[config.mk]
export PLATFORM = sky130hd
export DESIGN_NAME = ex_stage
export DESIGN_NICKNAME = d
export VERILOG_FILES = /design/src/verilog/ex_pkg.sv /design/src/verilog/ex_if.sv /design/src/verilog/ex_issue.sv /design/src/verilog/alu_logic_shift.sv /design/src/verilog/alu_arith.sv /design/src/verilog/alu_mul.sv /design/src/verilog/ex_writeback_select.sv /design/src/verilog/ex_stage.sv
export SDC_FILE = /design/constraint.sdc
export NUM_CORES = 2
export LEC_CHECK = 0
export BUFFER_PORTS_ARGS = -buffer_cell sky130_fd_sc_hd__buf_2
export CAP_MARGIN = 20
export CORE_UTILIZATION = 58
export CTS_CLUSTER_DIAMETER = 30
export CTS_CLUSTER_SIZE = 24
export DETAILED_ROUTE_END_ITERATION = 10
export MAX_ROUTING_LAYER = met4
export PLACE_DENSITY = 0.8
export SYNTH_ARGS = -nofsm -noshare
export SYNTH_HDL_FRONTEND = slang
export SYNTH_HIERARCHICAL = 1
export SYNTH_SLANG_ARGS = --single-unit
[constraint.sdc]
create_clock -name clk -period 10.36 [get_ports clk]
set_clock_uncertainty 0.2 [all_clocks]
set_input_delay 1.036 -clock clk [delete_from_list [all_inputs] [get_ports clk]]
set_output_delay 1.036 -clock clk [all_outputs]
set_load 0.01 [all_outputs]
[src/verilog/ex_pkg.sv]
package ex_pkg;

    localparam int word_w     = 32;
    localparam int reg_addr_w = 5;
    localparam int shamt_w    = 5;

    typedef logic [word_w-1:0]     word_t;
    typedef logic [2*word_w-1:0]   dword_t;
    typedef logic [reg_addr_w-1:0] reg_addr_t;

    localparam word_t zero_word = '0;

    // operation codes, kept close to the decoder's encoding
    typedef enum logic [7:0] {
        ALU_NOP   = 8'b0000_0000,
        // logic
        ALU_AND   = 8'b0010_0100,
        ALU_OR    = 8'b0010_0101,
        ALU_XOR   = 8'b0010_0110,
        ALU_NOR   = 8'b0010_0111,
        // shift
        ALU_SLL   = 8'b0111_1100,
        ALU_SRL   = 8'b0000_0010,
        ALU_SRA   = 8'b0000_0011,
        // arithmetic
        ALU_SLT   = 8'b0010_1010,
        ALU_SLTU  = 8'b0010_1011,
        ALU_ADD   = 8'b0010_0000,
        ALU_ADDU  = 8'b0010_0001,
        ALU_SUB   = 8'b0010_0010,
        ALU_SUBU  = 8'b0010_0011,
        ALU_ADDI  = 8'b0101_0101,
        ALU_ADDIU = 8'b0101_0110,
        ALU_CLZ   = 8'b1011_0000,
        ALU_CLO   = 8'b1011_0001,
        // multiply
        ALU_MULT  = 8'b0001_1000,
        ALU_MULTU = 8'b0001_1001,
        ALU_MUL   = 8'b1010_1001,
        // hi/lo moves
        ALU_MFHI  = 8'b0001_0000,
        ALU_MTHI  = 8'b0001_0001,
        ALU_MFLO  = 8'b0001_0010,
        ALU_MTLO  = 8'b0001_0011
    } alu_op_e;

    // result class, picks the register-file write data
    typedef enum logic [2:0] {
        SEL_NOP   = 3'b000,
        SEL_LOGIC = 3'b001,
        SEL_SHIFT = 3'b010,
        SEL_MOVE  = 3'b011,
        SEL_ARITH = 3'b100,
        SEL_MUL   = 3'b101
    } alu_sel_e;

endpackage

[src/verilog/ex_if.sv]
// ID/EX register contents, hi/lo already forwarded
interface ex_op_if;

    ex_pkg::alu_op_e   alu_op;
    ex_pkg::alu_sel_e  alu_sel;
    ex_pkg::word_t     operand_1;
    ex_pkg::word_t     operand_2;
    ex_pkg::reg_addr_t reg_write_addr;
    logic              reg_write_en;
    ex_pkg::word_t     hi;
    ex_pkg::word_t     lo;

    modport issue (
        output alu_op, alu_sel, operand_1, operand_2,
        output reg_write_addr, reg_write_en, hi, lo
    );

    modport exec (
        input alu_op, alu_sel, operand_1, operand_2,
        input reg_write_addr, reg_write_en, hi, lo
    );

endinterface

// per-unit results of the execute stage
interface ex_result_if;

    ex_pkg::word_t  logic_shift_out;
    ex_pkg::word_t  arith_out;
    logic           overflow;
    ex_pkg::dword_t product;

    modport logic_shift (output logic_shift_out);
    modport arith (output arith_out, overflow);
    modport mul (output product);
    modport sink (input logic_shift_out, arith_out, overflow, product);

endinterface

[src/verilog/ex_issue.sv]
module ex_issue (
    input  logic              clk,
    input  logic              reset_i,
    input  ex_pkg::alu_op_e   alu_op_i,
    input  ex_pkg::alu_sel_e  alu_sel_i,
    input  ex_pkg::word_t     operand_1_i,
    input  ex_pkg::word_t     operand_2_i,
    input  ex_pkg::reg_addr_t reg_write_addr_i,
    input  logic              reg_write_en_i,
    input  ex_pkg::word_t     hi_read_data_i,
    input  ex_pkg::word_t     lo_read_data_i,
    input  ex_pkg::word_t     mem_hi_write_data_i,
    input  ex_pkg::word_t     mem_lo_write_data_i,
    input  logic              mem_hilo_write_en_i,
    input  ex_pkg::word_t     wb_hi_write_data_i,
    input  ex_pkg::word_t     wb_lo_write_data_i,
    input  logic              wb_hilo_write_en_i,
    ex_op_if.issue            op
);
    import ex_pkg::*;

    word_t hi_fwd;
    word_t lo_fwd;

    // mem beats wb, wb beats the register file
    always_comb begin
        if (mem_hilo_write_en_i) begin
            hi_fwd = mem_hi_write_data_i;
            lo_fwd = mem_lo_write_data_i;
        end else if (wb_hilo_write_en_i) begin
            hi_fwd = wb_hi_write_data_i;
            lo_fwd = wb_lo_write_data_i;
        end else begin
            hi_fwd = hi_read_data_i;
            lo_fwd = lo_read_data_i;
        end
    end

    // control half of ID/EX, clears to a bubble
    always_ff @(posedge clk) begin
        if (reset_i) begin
            op.alu_op         <= ALU_NOP;
            op.alu_sel        <= SEL_NOP;
            op.reg_write_addr <= '0;
            op.reg_write_en   <= 1'b0;
        end else begin
            op.alu_op         <= alu_op_i;
            op.alu_sel        <= alu_sel_i;
            op.reg_write_addr <= reg_write_addr_i;
            op.reg_write_en   <= reg_write_en_i;
        end
    end

    // payload half
    always_ff @(posedge clk) begin
        op.operand_1 <= operand_1_i;
        op.operand_2 <= operand_2_i;
        op.hi        <= hi_fwd;
        op.lo        <= lo_fwd;
    end

    fwd_en_known: assert property (@(posedge clk) disable iff (reset_i)
        !$isunknown({mem_hilo_write_en_i, wb_hilo_write_en_i}));

endmodule

[src/verilog/alu_logic_shift.sv]
module alu_logic_shift (
    ex_op_if.exec           op,
    ex_result_if.logic_shift res
);
    import ex_pkg::*;

    logic [shamt_w-1:0] shamt;
    word_t              result;

    // shift amount comes from operand 1
    assign shamt = op.operand_1[shamt_w-1:0];

    always_comb begin
        case (op.alu_op)
            ALU_OR: begin
                result = op.operand_1 | op.operand_2;
            end
            ALU_AND: begin
                result = op.operand_1 & op.operand_2;
            end
            ALU_NOR: begin
                result = ~(op.operand_1 | op.operand_2);
            end
            ALU_XOR: begin
                result = op.operand_1 ^ op.operand_2;
            end
            ALU_SLL: begin
                result = op.operand_2 << shamt;
            end
            ALU_SRL: begin
                result = op.operand_2 >> shamt;
            end
            ALU_SRA: begin
                // sign fill
                result = word_t'($signed(op.operand_2) >>> shamt);
            end
            default: begin
                result = zero_word;
            end
        endcase
    end

    assign res.logic_shift_out = result;

endmodule

[src/verilog/alu_arith.sv]
module alu_arith (
    ex_op_if.exec     op,
    ex_result_if.arith res
);
    import ex_pkg::*;

    logic                    is_sub;
    word_t                   operand_2_mux;
    word_t                   sum;
    logic                    a_sign;
    logic                    b_sign;
    logic                    s_sign;
    logic                    less_than;
    word_t                   count_src;
    logic [$clog2(word_w):0] lead_count;
    word_t                   result;

    assign is_sub = op.alu_op inside {ALU_SUB, ALU_SUBU, ALU_SLT};

    // subtract by adding the two's complement
    assign operand_2_mux = is_sub ? (~op.operand_2 + word_t'(1)) : op.operand_2;
    assign sum = op.operand_1 + operand_2_mux;

    assign a_sign = op.operand_1[word_w-1];
    assign b_sign = op.operand_2[word_w-1];
    assign s_sign = sum[word_w-1];

    // effective operand 2 sign flips on subtract
    assign res.overflow = (a_sign == (b_sign ^ is_sub)) && (s_sign != a_sign);

    // signed compare uses the difference sign when signs agree
    always_comb begin
        if (op.alu_op == ALU_SLT) begin
            less_than = (a_sign && !b_sign) || (a_sign == b_sign && s_sign);
        end else begin
            less_than = op.operand_1 < op.operand_2;
        end
    end

    // clo is clz on the inverted word
    always_comb begin
        count_src  = (op.alu_op == ALU_CLO) ? ~op.operand_1 : op.operand_1;
        lead_count = ($clog2(word_w)+1)'(word_w);
        for (int i = 0; i < word_w; i++) begin
            if (count_src[i]) begin
                lead_count = ($clog2(word_w)+1)'(word_w - 1 - i);
            end
        end
    end

    always_comb begin
        case (op.alu_op)
            ALU_SLT, ALU_SLTU: begin
                result = word_t'(less_than);
            end
            ALU_ADD, ALU_ADDU, ALU_ADDI, ALU_ADDIU, ALU_SUB, ALU_SUBU: begin
                result = sum;
            end
            ALU_CLZ, ALU_CLO: begin
                result = word_t'(lead_count);
            end
            default: begin
                result = zero_word;
            end
        endcase
    end

    assign res.arith_out = result;

endmodule

[src/verilog/alu_mul.sv]
module alu_mul (
    ex_op_if.exec    op,
    ex_result_if.mul res
);
    import ex_pkg::*;

    logic   is_signed;
    logic   negate;
    word_t  mcand;
    word_t  mplier;
    dword_t raw_product;

    assign is_signed = op.alu_op inside {ALU_MUL, ALU_MULT};

    // magnitudes for the signed forms
    assign mcand  = (is_signed && op.operand_1[word_w-1]) ? (~op.operand_1 + word_t'(1))
                                                          : op.operand_1;
    assign mplier = (is_signed && op.operand_2[word_w-1]) ? (~op.operand_2 + word_t'(1))
                                                          : op.operand_2;

    assign raw_product = dword_t'(mcand) * dword_t'(mplier);

    // result negative only when the signs differ
    assign negate = is_signed && (op.operand_1[word_w-1] ^ op.operand_2[word_w-1]);

    assign res.product = negate ? (~raw_product + dword_t'(1)) : raw_product;

endmodule

[src/verilog/ex_writeback_select.sv]
module ex_writeback_select (
    input  logic              clk,
    input  logic              reset_i,
    ex_op_if.exec             op,
    ex_result_if.sink         res,
    output ex_pkg::word_t     reg_write_data_o,
    output ex_pkg::reg_addr_t reg_write_addr_o,
    output logic              reg_write_en_o,
    output ex_pkg::word_t     hi_write_data_o,
    output ex_pkg::word_t     lo_write_data_o,
    output logic              hilo_write_en_o
);
    import ex_pkg::*;

    word_t reg_data_d;
    logic  reg_en_d;
    logic  ovf_trap;
    word_t hi_d;
    word_t lo_d;
    logic  hilo_en_d;

    // trapping adds drop the write on overflow
    assign ovf_trap = (op.alu_op inside {ALU_ADD, ALU_ADDI, ALU_SUB}) && res.overflow;
    assign reg_en_d = op.reg_write_en && !ovf_trap;

    always_comb begin
        case (op.alu_sel)
            SEL_LOGIC, SEL_SHIFT: begin
                reg_data_d = res.logic_shift_out;
            end
            SEL_ARITH: begin
                reg_data_d = res.arith_out;
            end
            SEL_MOVE: begin
                if (op.alu_op == ALU_MFHI) begin
                    reg_data_d = op.hi;
                end else if (op.alu_op == ALU_MFLO) begin
                    reg_data_d = op.lo;
                end else begin
                    reg_data_d = zero_word;
                end
            end
            SEL_MUL: begin
                reg_data_d = res.product[word_w-1:0];
            end
            default: begin
                reg_data_d = zero_word;
            end
        endcase
    end

    // hi/lo write request; mthi/mtlo keep the other half
    always_comb begin
        hilo_en_d = 1'b1;
        case (op.alu_op)
            ALU_MULT, ALU_MULTU: begin
                hi_d = res.product[2*word_w-1:word_w];
                lo_d = res.product[word_w-1:0];
            end
            ALU_MTHI: begin
                hi_d = op.operand_1;
                lo_d = op.lo;
            end
            ALU_MTLO: begin
                hi_d = op.hi;
                lo_d = op.operand_1;
            end
            default: begin
                hilo_en_d = 1'b0;
                hi_d      = zero_word;
                lo_d      = zero_word;
            end
        endcase
    end

    // EX/MEM register
    always_ff @(posedge clk) begin
        if (reset_i) begin
            reg_write_data_o <= zero_word;
            reg_write_addr_o <= '0;
            reg_write_en_o   <= 1'b0;
            hi_write_data_o  <= zero_word;
            lo_write_data_o  <= zero_word;
            hilo_write_en_o  <= 1'b0;
        end else begin
            reg_write_data_o <= reg_data_d;
            reg_write_addr_o <= op.reg_write_addr;
            reg_write_en_o   <= reg_en_d;
            hi_write_data_o  <= hi_d;
            lo_write_data_o  <= lo_d;
            hilo_write_en_o  <= hilo_en_d;
        end
    end

    hilo_only_hilo_ops: assert property (@(posedge clk) disable iff (reset_i)
        hilo_write_en_o |-> $past(op.alu_sel) inside {SEL_MUL, SEL_MOVE});

endmodule

[src/verilog/ex_stage.sv]
module ex_stage (
    input  logic              clk,
    input  logic              reset_i,
    input  ex_pkg::alu_op_e   alu_op_i,
    input  ex_pkg::alu_sel_e  alu_sel_i,
    input  ex_pkg::word_t     operand_1_i,
    input  ex_pkg::word_t     operand_2_i,
    input  ex_pkg::reg_addr_t reg_write_addr_i,
    input  logic              reg_write_en_i,
    input  ex_pkg::word_t     hi_read_data_i,
    input  ex_pkg::word_t     lo_read_data_i,
    input  ex_pkg::word_t     mem_hi_write_data_i,
    input  ex_pkg::word_t     mem_lo_write_data_i,
    input  logic              mem_hilo_write_en_i,
    input  ex_pkg::word_t     wb_hi_write_data_i,
    input  ex_pkg::word_t     wb_lo_write_data_i,
    input  logic              wb_hilo_write_en_i,
    output ex_pkg::word_t     reg_write_data_o,
    output ex_pkg::reg_addr_t reg_write_addr_o,
    output logic              reg_write_en_o,
    output ex_pkg::word_t     hi_write_data_o,
    output ex_pkg::word_t     lo_write_data_o,
    output logic              hilo_write_en_o
);
    import ex_pkg::*;

    ex_op_if     op_bus ();
    ex_result_if res_bus ();

    ex_issue u_issue (
        .clk                 (clk),
        .reset_i             (reset_i),
        .alu_op_i            (alu_op_i),
        .alu_sel_i           (alu_sel_i),
        .operand_1_i         (operand_1_i),
        .operand_2_i         (operand_2_i),
        .reg_write_addr_i    (reg_write_addr_i),
        .reg_write_en_i      (reg_write_en_i),
        .hi_read_data_i      (hi_read_data_i),
        .lo_read_data_i      (lo_read_data_i),
        .mem_hi_write_data_i (mem_hi_write_data_i),
        .mem_lo_write_data_i (mem_lo_write_data_i),
        .mem_hilo_write_en_i (mem_hilo_write_en_i),
        .wb_hi_write_data_i  (wb_hi_write_data_i),
        .wb_lo_write_data_i  (wb_lo_write_data_i),
        .wb_hilo_write_en_i  (wb_hilo_write_en_i),
        .op                  (op_bus.issue)
    );

    alu_logic_shift u_logic_shift (
        .op  (op_bus.exec),
        .res (res_bus.logic_shift)
    );

    alu_arith u_arith (
        .op  (op_bus.exec),
        .res (res_bus.arith)
    );

    alu_mul u_mul (
        .op  (op_bus.exec),
        .res (res_bus.mul)
    );

    ex_writeback_select u_wb_select (
        .clk              (clk),
        .reset_i          (reset_i),
        .op               (op_bus.exec),
        .res              (res_bus.sink),
        .reg_write_data_o (reg_write_data_o),
        .reg_write_addr_o (reg_write_addr_o),
        .reg_write_en_o   (reg_write_en_o),
        .hi_write_data_o  (hi_write_data_o),
        .lo_write_data_o  (lo_write_data_o),
        .hilo_write_en_o  (hilo_write_en_o)
    );

endmodule

[Word-level counts from Yosys, hierarchy flattened]
Index checks and enable logic that the tools add are counted.
Cells by class
  add/subtract/negate cells: 4
  multiply operators: 1
  $lt $le $gt $ge: 1
  eq/ne operators: 32
  shift-type cells: 3
  multiplexer cells: 50
  bitwise operators: 9
  reductions and logical operators: 20
Operators by type and width (count)
  32-bit 2-to-1 mux: 10
  32-bit case mux with 3 select lines: 3
  32-bit case mux with 7 select lines: 1
  6-bit 2-to-1 mux: 32
  32-bit case mux with 4 select lines: 1
  32-bit NOT: 3
  8-bit by 6-bit == test with 1-bit output (second input constant): 10
  32-bit by 1-bit adder with 32-bit output (second input constant): 2
  64-bit by 1-bit adder with 64-bit output (second input constant): 1
  32-bit by 32-bit multiplier with 64-bit output: 1
  64-bit 2-to-1 mux: 1
  64-bit NOT: 1
  8-bit by 5-bit == test with 1-bit output (second input constant): 6
  32-bit adder: 1
  32-bit bitwise AND: 1
  32-bit less-than comparator: 1
  32-bit bitwise OR: 1
  32-bit by 5-bit left shift with 32-bit output: 1
  32-bit by 5-bit right shift with 32-bit output: 1
  32-bit by 5-bit >>> shifter with 32-bit output: 1
  32-bit XOR: 1
  8-bit by 7-bit == test with 1-bit output (second input constant): 3
  8-bit == test (second input constant): 3
  8-bit by 2-bit == test with 1-bit output (second input constant): 2
  other kinds (15): 32
Storage, ports and cells
  bits in registers: 248
  input port bits: 277
  word-level logic and storage cells: 134

[Logic depth before layout (Yosys ltp)]
  depth after elaboration: 36
  depth in mapped cells: 42
  mapped depth without buffers: 39

[Cells and area by module]
Netlist, hierarchy kept.
By module, submodules not included
  alu_mul: instances 1, cells each 4294, area each 35930.7 µm², seq. area each 0.0 µm²
  ex_writeback_select: instances 1, cells each 756, area each 6381.1 µm², seq. area each 2062.0 µm²
  alu_logic_shift: instances 1, cells each 781, area each 6247.2 µm², seq. area each 0.0 µm²
  ex_issue: instances 1, cells each 376, area each 4386.7 µm², seq. area each 2902.8 µm²
  alu_arith: instances 1, cells each 592, area each 4031.4 µm², seq. area each 0.0 µm²

[Least setup slack after synthesis]
Ideal clock, no wire load.
  kind: reg-to-reg
  start point: reg u_issue.op.operand_1[0]
  end point: reg u_wb_select.hi_write_data_o[27]
  library setup time: 0.122 ns
  arrival time: 10.484 ns
  required time: 10.038 ns
  slack: -0.447 ns
  cell stages (with the launch flop): 41
  buffers on the path: 3
  clock period less this slack: 10.807 ns
  cell sequence: dfxtp_1 -> inv_1 -> clkbuf_1 -> ha_1 -> nand2_1 -> nor2_1 -> nand2_1 -> nor3b_1 -> nand2_1 -> or4_1 -> o31ai_1 -> xnor2_1 -> clkbuf_1 -> nand2_1 -> fa_1 -> fa_1 -> fa_1 -> fa_1 -> [... 5 more ...] -> fa_1 -> inv_1 -> ha_1 -> clkbuf_1 -> nand2_1 -> o21ai_0 -> a21oi_1 -> nor4b_1 -> a211oi_1 -> nand2_1 -> xor2_2 -> nand4_2 -> nor4b_4 -> a41oi_1 -> xor2_1 -> and2_1 -> o211ai_1 -> a21oi_1
Between the ends
  longest elaborated chain between the ends: 8
RTL lines
  start, declared: line ex_if.sv:14  | output alu_op, alu_sel, operand_1, operand_2,
  start signal, assigned: line ex_issue.sv:56  | op.operand_1 <= operand_1_i;
  32-bit NOT: line alu_mul.sv:16  | assign mcand = (is_signed && op.operand_1[word_w-1]) ? (~op.operand_1 + word_t'(1))
  32-bit by 1-bit adder with 32-bit output: line alu_mul.sv:16
  32-bit 2-to-1 mux (*): line alu_mul.sv:16
  32-bit by 32-bit multiplier with 64-bit output (*): line alu_mul.sv:21  | assign raw_product = dword_t'(mcand) * dword_t'(mplier);
  64-bit NOT: line alu_mul.sv:26  | assign res.product = negate ? (~raw_product + dword_t'(1)) : raw_product;
  64-bit by 1-bit adder with 64-bit output: line alu_mul.sv:26
  64-bit 2-to-1 mux (*): line alu_mul.sv:26
  net res_bus.product[59]: line ex_if.sv:31  | ex_pkg::dword_t product;
  32-bit case mux with 3 select lines (*): line ex_writeback_select.sv:55  | case (op.alu_op)
  end signal, assigned: line ex_writeback_select.sv:82  | hi_write_data_o <= zero_word;
  end signal, assigned: line ex_writeback_select.sv:89  | hi_write_data_o <= hi_d;
  end, declared: line ex_writeback_select.sv:9  | output ex_pkg::word_t hi_write_data_o,
Mark *: on every way through the listed nets, which the timed path passes. The rest lies on a longest branch.
A chain may end at the register's enable or synchronous reset.

[Worst setup path after layout]
  start point: reg u_issue.op.operand_2[7]
  end point: reg u_wb_select.hi_write_data_o[28]
Between the ends
  longest elaborated chain between the ends: 8
RTL lines
  start, declared: line ex_if.sv:14
  start signal, assigned: line ex_issue.sv:57  | op.operand_2 <= operand_2_i;
  32-bit NOT: line alu_mul.sv:18  | assign mplier = (is_signed && op.operand_2[word_w-1]) ? (~op.operand_2 + word_t'(1))
  32-bit by 1-bit adder with 32-bit output: line alu_mul.sv:18
  32-bit 2-to-1 mux (*): line alu_mul.sv:18
  32-bit by 32-bit multiplier with 64-bit output (*): line alu_mul.sv:21
  64-bit NOT: line alu_mul.sv:26
  64-bit by 1-bit adder with 64-bit output: line alu_mul.sv:26
  64-bit 2-to-1 mux (*): line alu_mul.sv:26
  net res_bus.product[60]: line ex_if.sv:31
  32-bit case mux with 3 select lines (*): line ex_writeback_select.sv:55
Marked as above.

==> results_dict.tcl <==
set metrics [dict create \
    min_path_type "register to register" \
    syn-mean-instance-area_um2 8.38 \
    transition_time_at_the_pin_with_the_least_slew_margin_ns 1.15 \
    critical-path-max-stage-delay_ns 0.61 \
    crit_family "adder cells" \
    main_combinational_cell_family_by_area_after_synthesis "adder cells" \
    yosys.area_share.xor_xnor 0.0492 \
    outcome "finished with violations" \
    first_pass_grt_wire_length_um 370000 \
    place.detailed.instances 8982 \
    final_wirelength_um 260000 \
    die-area_mm2 0.0995 \
    finalCritPeriodShare 1.08 \
    hold_ws_ns 0.245 \
    ant_nets 0 \
    finalMaxSlewViolations 0 \
    fmax_ghz 0.0894 \
    die_h_um 315 \
    rows 114 \
    clock_tree_from_tritoncts "yes" \
    final.fill_count 6973 \
    fin_util 0.738 \
    synth_top_flop_cell "dfxtp_1" \
    synth_common_cells "inv_1 (1016), fa_1 (897), nor2_1 (810), nand2_1 (794), ha_1 (396)" \
    ys_warn_count 6 \
    clockRootBuffer "clkbuf_16" \
    violations_in_the_final_reports "setup timing" \
    yosys.area.top_type_share 0.315 \
    ctsLongestPathBuffers 3 \
    crit_buf_inv 7 \
    vias_in_the_first_global_route 57900 \
    area.growth.synth_to_final_pct 25.6 \
    gr-total-overflow 0 \
    cap_violations 0 \
    synth_adder_area_share 0.402 \
    synth.top_cells.by_area "fa_1 (32%), dfxtp_1 (8.7%), ha_1 (8.7%)" \
    critPathMaxFanout 6 \
    cp_data_required_time_ns 10.62 \
    initial_core_util 0.587 \
    clk_pin_slew_worst_paths_ns 0.06 \
    critical_path_arrival_ns 11.44 \
    gpl.final_weighted_congestion 1.17 \
    clock_tree_sinks 248 \
    drtIter0Drc 8828 \
    grt_setup_unrepaired "true" \
    final_hold_viol_count 0 \
    synthDistinctLibCells 122 \
    slew_headroom 0.235 \
    synth-seq-area-share 0.0871 \
    htree_num_levels 2 \
    post_synth_and_or_nand_nor_area_fraction 0.183 \
    post-synth-top-area-cell "fa_1" \
    grt_max_degree 129 \
    placeableCoreArea_mm2 0.0970 \
    startpoint_type "register" \
    most_frequent_cell_after_synthesis "inv_1" \
    post_synth_instance_area_mm2 0.0570 \
    async_set_reset_flop_share_out_of_synthesis 0 \
    design.final.nets 9443 \
    cts_buffers 45 \
    viasPerCell 6.38 \
    ioPinCount 380 \
    synth_compound_area_frac 0.114 \
    finalCriticalPeriod_ns 11.18 \
    area.sequential_mm2 0.00499 \
    hpwlAfterDp_um 205000 \
    layout_cell_share_with_drive_strength_beyond_1 0.260 \
    chipWidth_um 315 \
    numPortBuffers 379 \
    insertion_delay_ns 0.63 \
    mux_cell_area_share_after_synthesis 0.0648 \
    dr_total_vias 58600 \
    post_layout_nonfiller_instances 9197 \
    worst-setup-path-type "register to register" \
    final-setup-viol-count 34 \
    slowest_stage "fa_2" \
    routed_length_per_instance_um 28.3 \
    place_ws_ns -0.820 \
    multi_input_gate_area_in_the_final_layout_mm2 0.0485 \
    drt_drc_violations_left 0 \
    syn-num-nets 8369 \
    post_synth_inst_count 6799 \
    synth_seq_cells 248 \
    synth_edf_count 0 \
    gr-usage-all-layers 0.525 \
    drt_pass1_iterations 9 \
    antenna_found_initial 8 \
    setup_ws_ns -0.823 \
    worst_setup_path_end_kind "register" \
]
[state kept, by name, indices dropped and copies added (netlist names)]
name,cells
u_issue/op.hi,32
u_issue/op.lo,32
u_issue/op.operand_1,32
u_issue/op.operand_2,32
u_wb_select/hi_write_data_o,32
u_wb_select/lo_write_data_o,32
u_wb_select/reg_write_data_o,32
u_issue/op.alu_op,8
u_issue/op.reg_write_addr,5
u_wb_select/reg_write_addr_o,5
u_issue/op.alu_sel,3
u_issue/op.reg_write_en,1
u_wb_select/hilo_write_en_o,1
u_wb_select/reg_write_en_o,1
[metal layers]
| metal | share of wire | up-vias | track usage |
|---|---|---|---|
| li1 | - | 24200 | - |
| met1 | 0.35 | 28300 | 0.630 |
| met2 | 0.41 | 4934 | 0.731 |
| met3 | 0.16 | 1295 | 0.211 |
| met4 | 0.085 | 0 | 0.326 |
| met5 | 0 | - | - |
[kinds of logic (layout without fill, tap and decap cells)]
family,after synthesis,count (layout)
AO/OA/AOI/OAI,998,998
XOR/XNOR,313,313
adder cells (fa/ha/maj),1293,1293
buffers and inverters,1418,2528
flip-flops,248,248
multiplexers,277,277
other,0,12
AND/OR/NAND/NOR,2252,2252
[per-stage QoR]
stage	setup TNS, ns	area (um^2)
finish	-17.15	71600
global route	-21.05	71600
CTS	-6.96	69900
detailed placement	-23.13	66900
global placement	-16.20	66900
floorplan	0	57100
[what timing repair did]
action                     CTS  global route
cloned                       2             2
hold buffers                 0             0
pin swaps                   78           102
gates resized for setup    190           257
setup buffers               62            50
setup endpoints to repair   58            59
[path summary, 6_finish.rpt]
kind	from	endpoint	slack (ns)	cells after the start
worst min register to register	u_issue/op.reg_write_addr[0]$_SDFF_PP0_	u_wb_select/reg_write_addr_o[0]$_SDFF_PP0_	0.25	1
worst min-delay path	u_issue/op.reg_write_addr[0]$_SDFF_PP0_	u_wb_select/reg_write_addr_o[0]$_SDFF_PP0_	0.25	1
worst max-delay path	u_issue/op.operand_2[7]$_DFF_P_	u_wb_select/hi_write_data_o[28]$_SDFF_PP0_	-0.82	37
worst max register to register	u_issue/op.operand_2[7]$_DFF_P_	u_wb_select/hi_write_data_o[28]$_SDFF_PP0_	-0.82	37
[cell type report]
type,instances,area share
multi-input combinational,5133,0.678
timing repair buffer,1424,0.154
sequential,248,0.0697
inverter,1021,0.0536
tap,1276,0.0223
clock buffer,56,0.0174
clock inverter,27,0.00426
antenna,12,0.000420
[placed cells by master, fill, tap and decap left out, drive strengths merged, types with 12 or more instances in the layout]
| cell type | count |
|---|---|
| diode | 12 |
| dfxtp | 248 |
| mux2 | 85 |
| nor4 | 24 |
| and3b | 68 |
| a21oi | 273 |
| and3 | 30 |
| nor2 | 813 |
| o31ai | 27 |
| a21o | 40 |
| clkbuf | 58 |
| nand3 | 64 |
| a211oi | 60 |
| and2 | 129 |
| or3 | 26 |
| mux4 | 65 |
| a31oi | 75 |
| a22oi | 40 |
| nor2b | 40 |
| ha | 396 |
| nand4 | 76 |
| xor2 | 120 |
| nand2b | 26 |
| o211ai | 85 |
| a221oi | 14 |
| fa | 897 |
| mux2i | 127 |
| nor3 | 76 |
| inv | 1034 |
| nor3b | 15 |
| o21ai | 206 |
| buf | 1420 |
| o21a | 37 |
| xnor2 | 193 |
| nand2 | 794 |
| or4 | 16 |
Power is not shown: default switching activity piles up to over one toggle a cycle in this logic, so the estimate is an artifact.
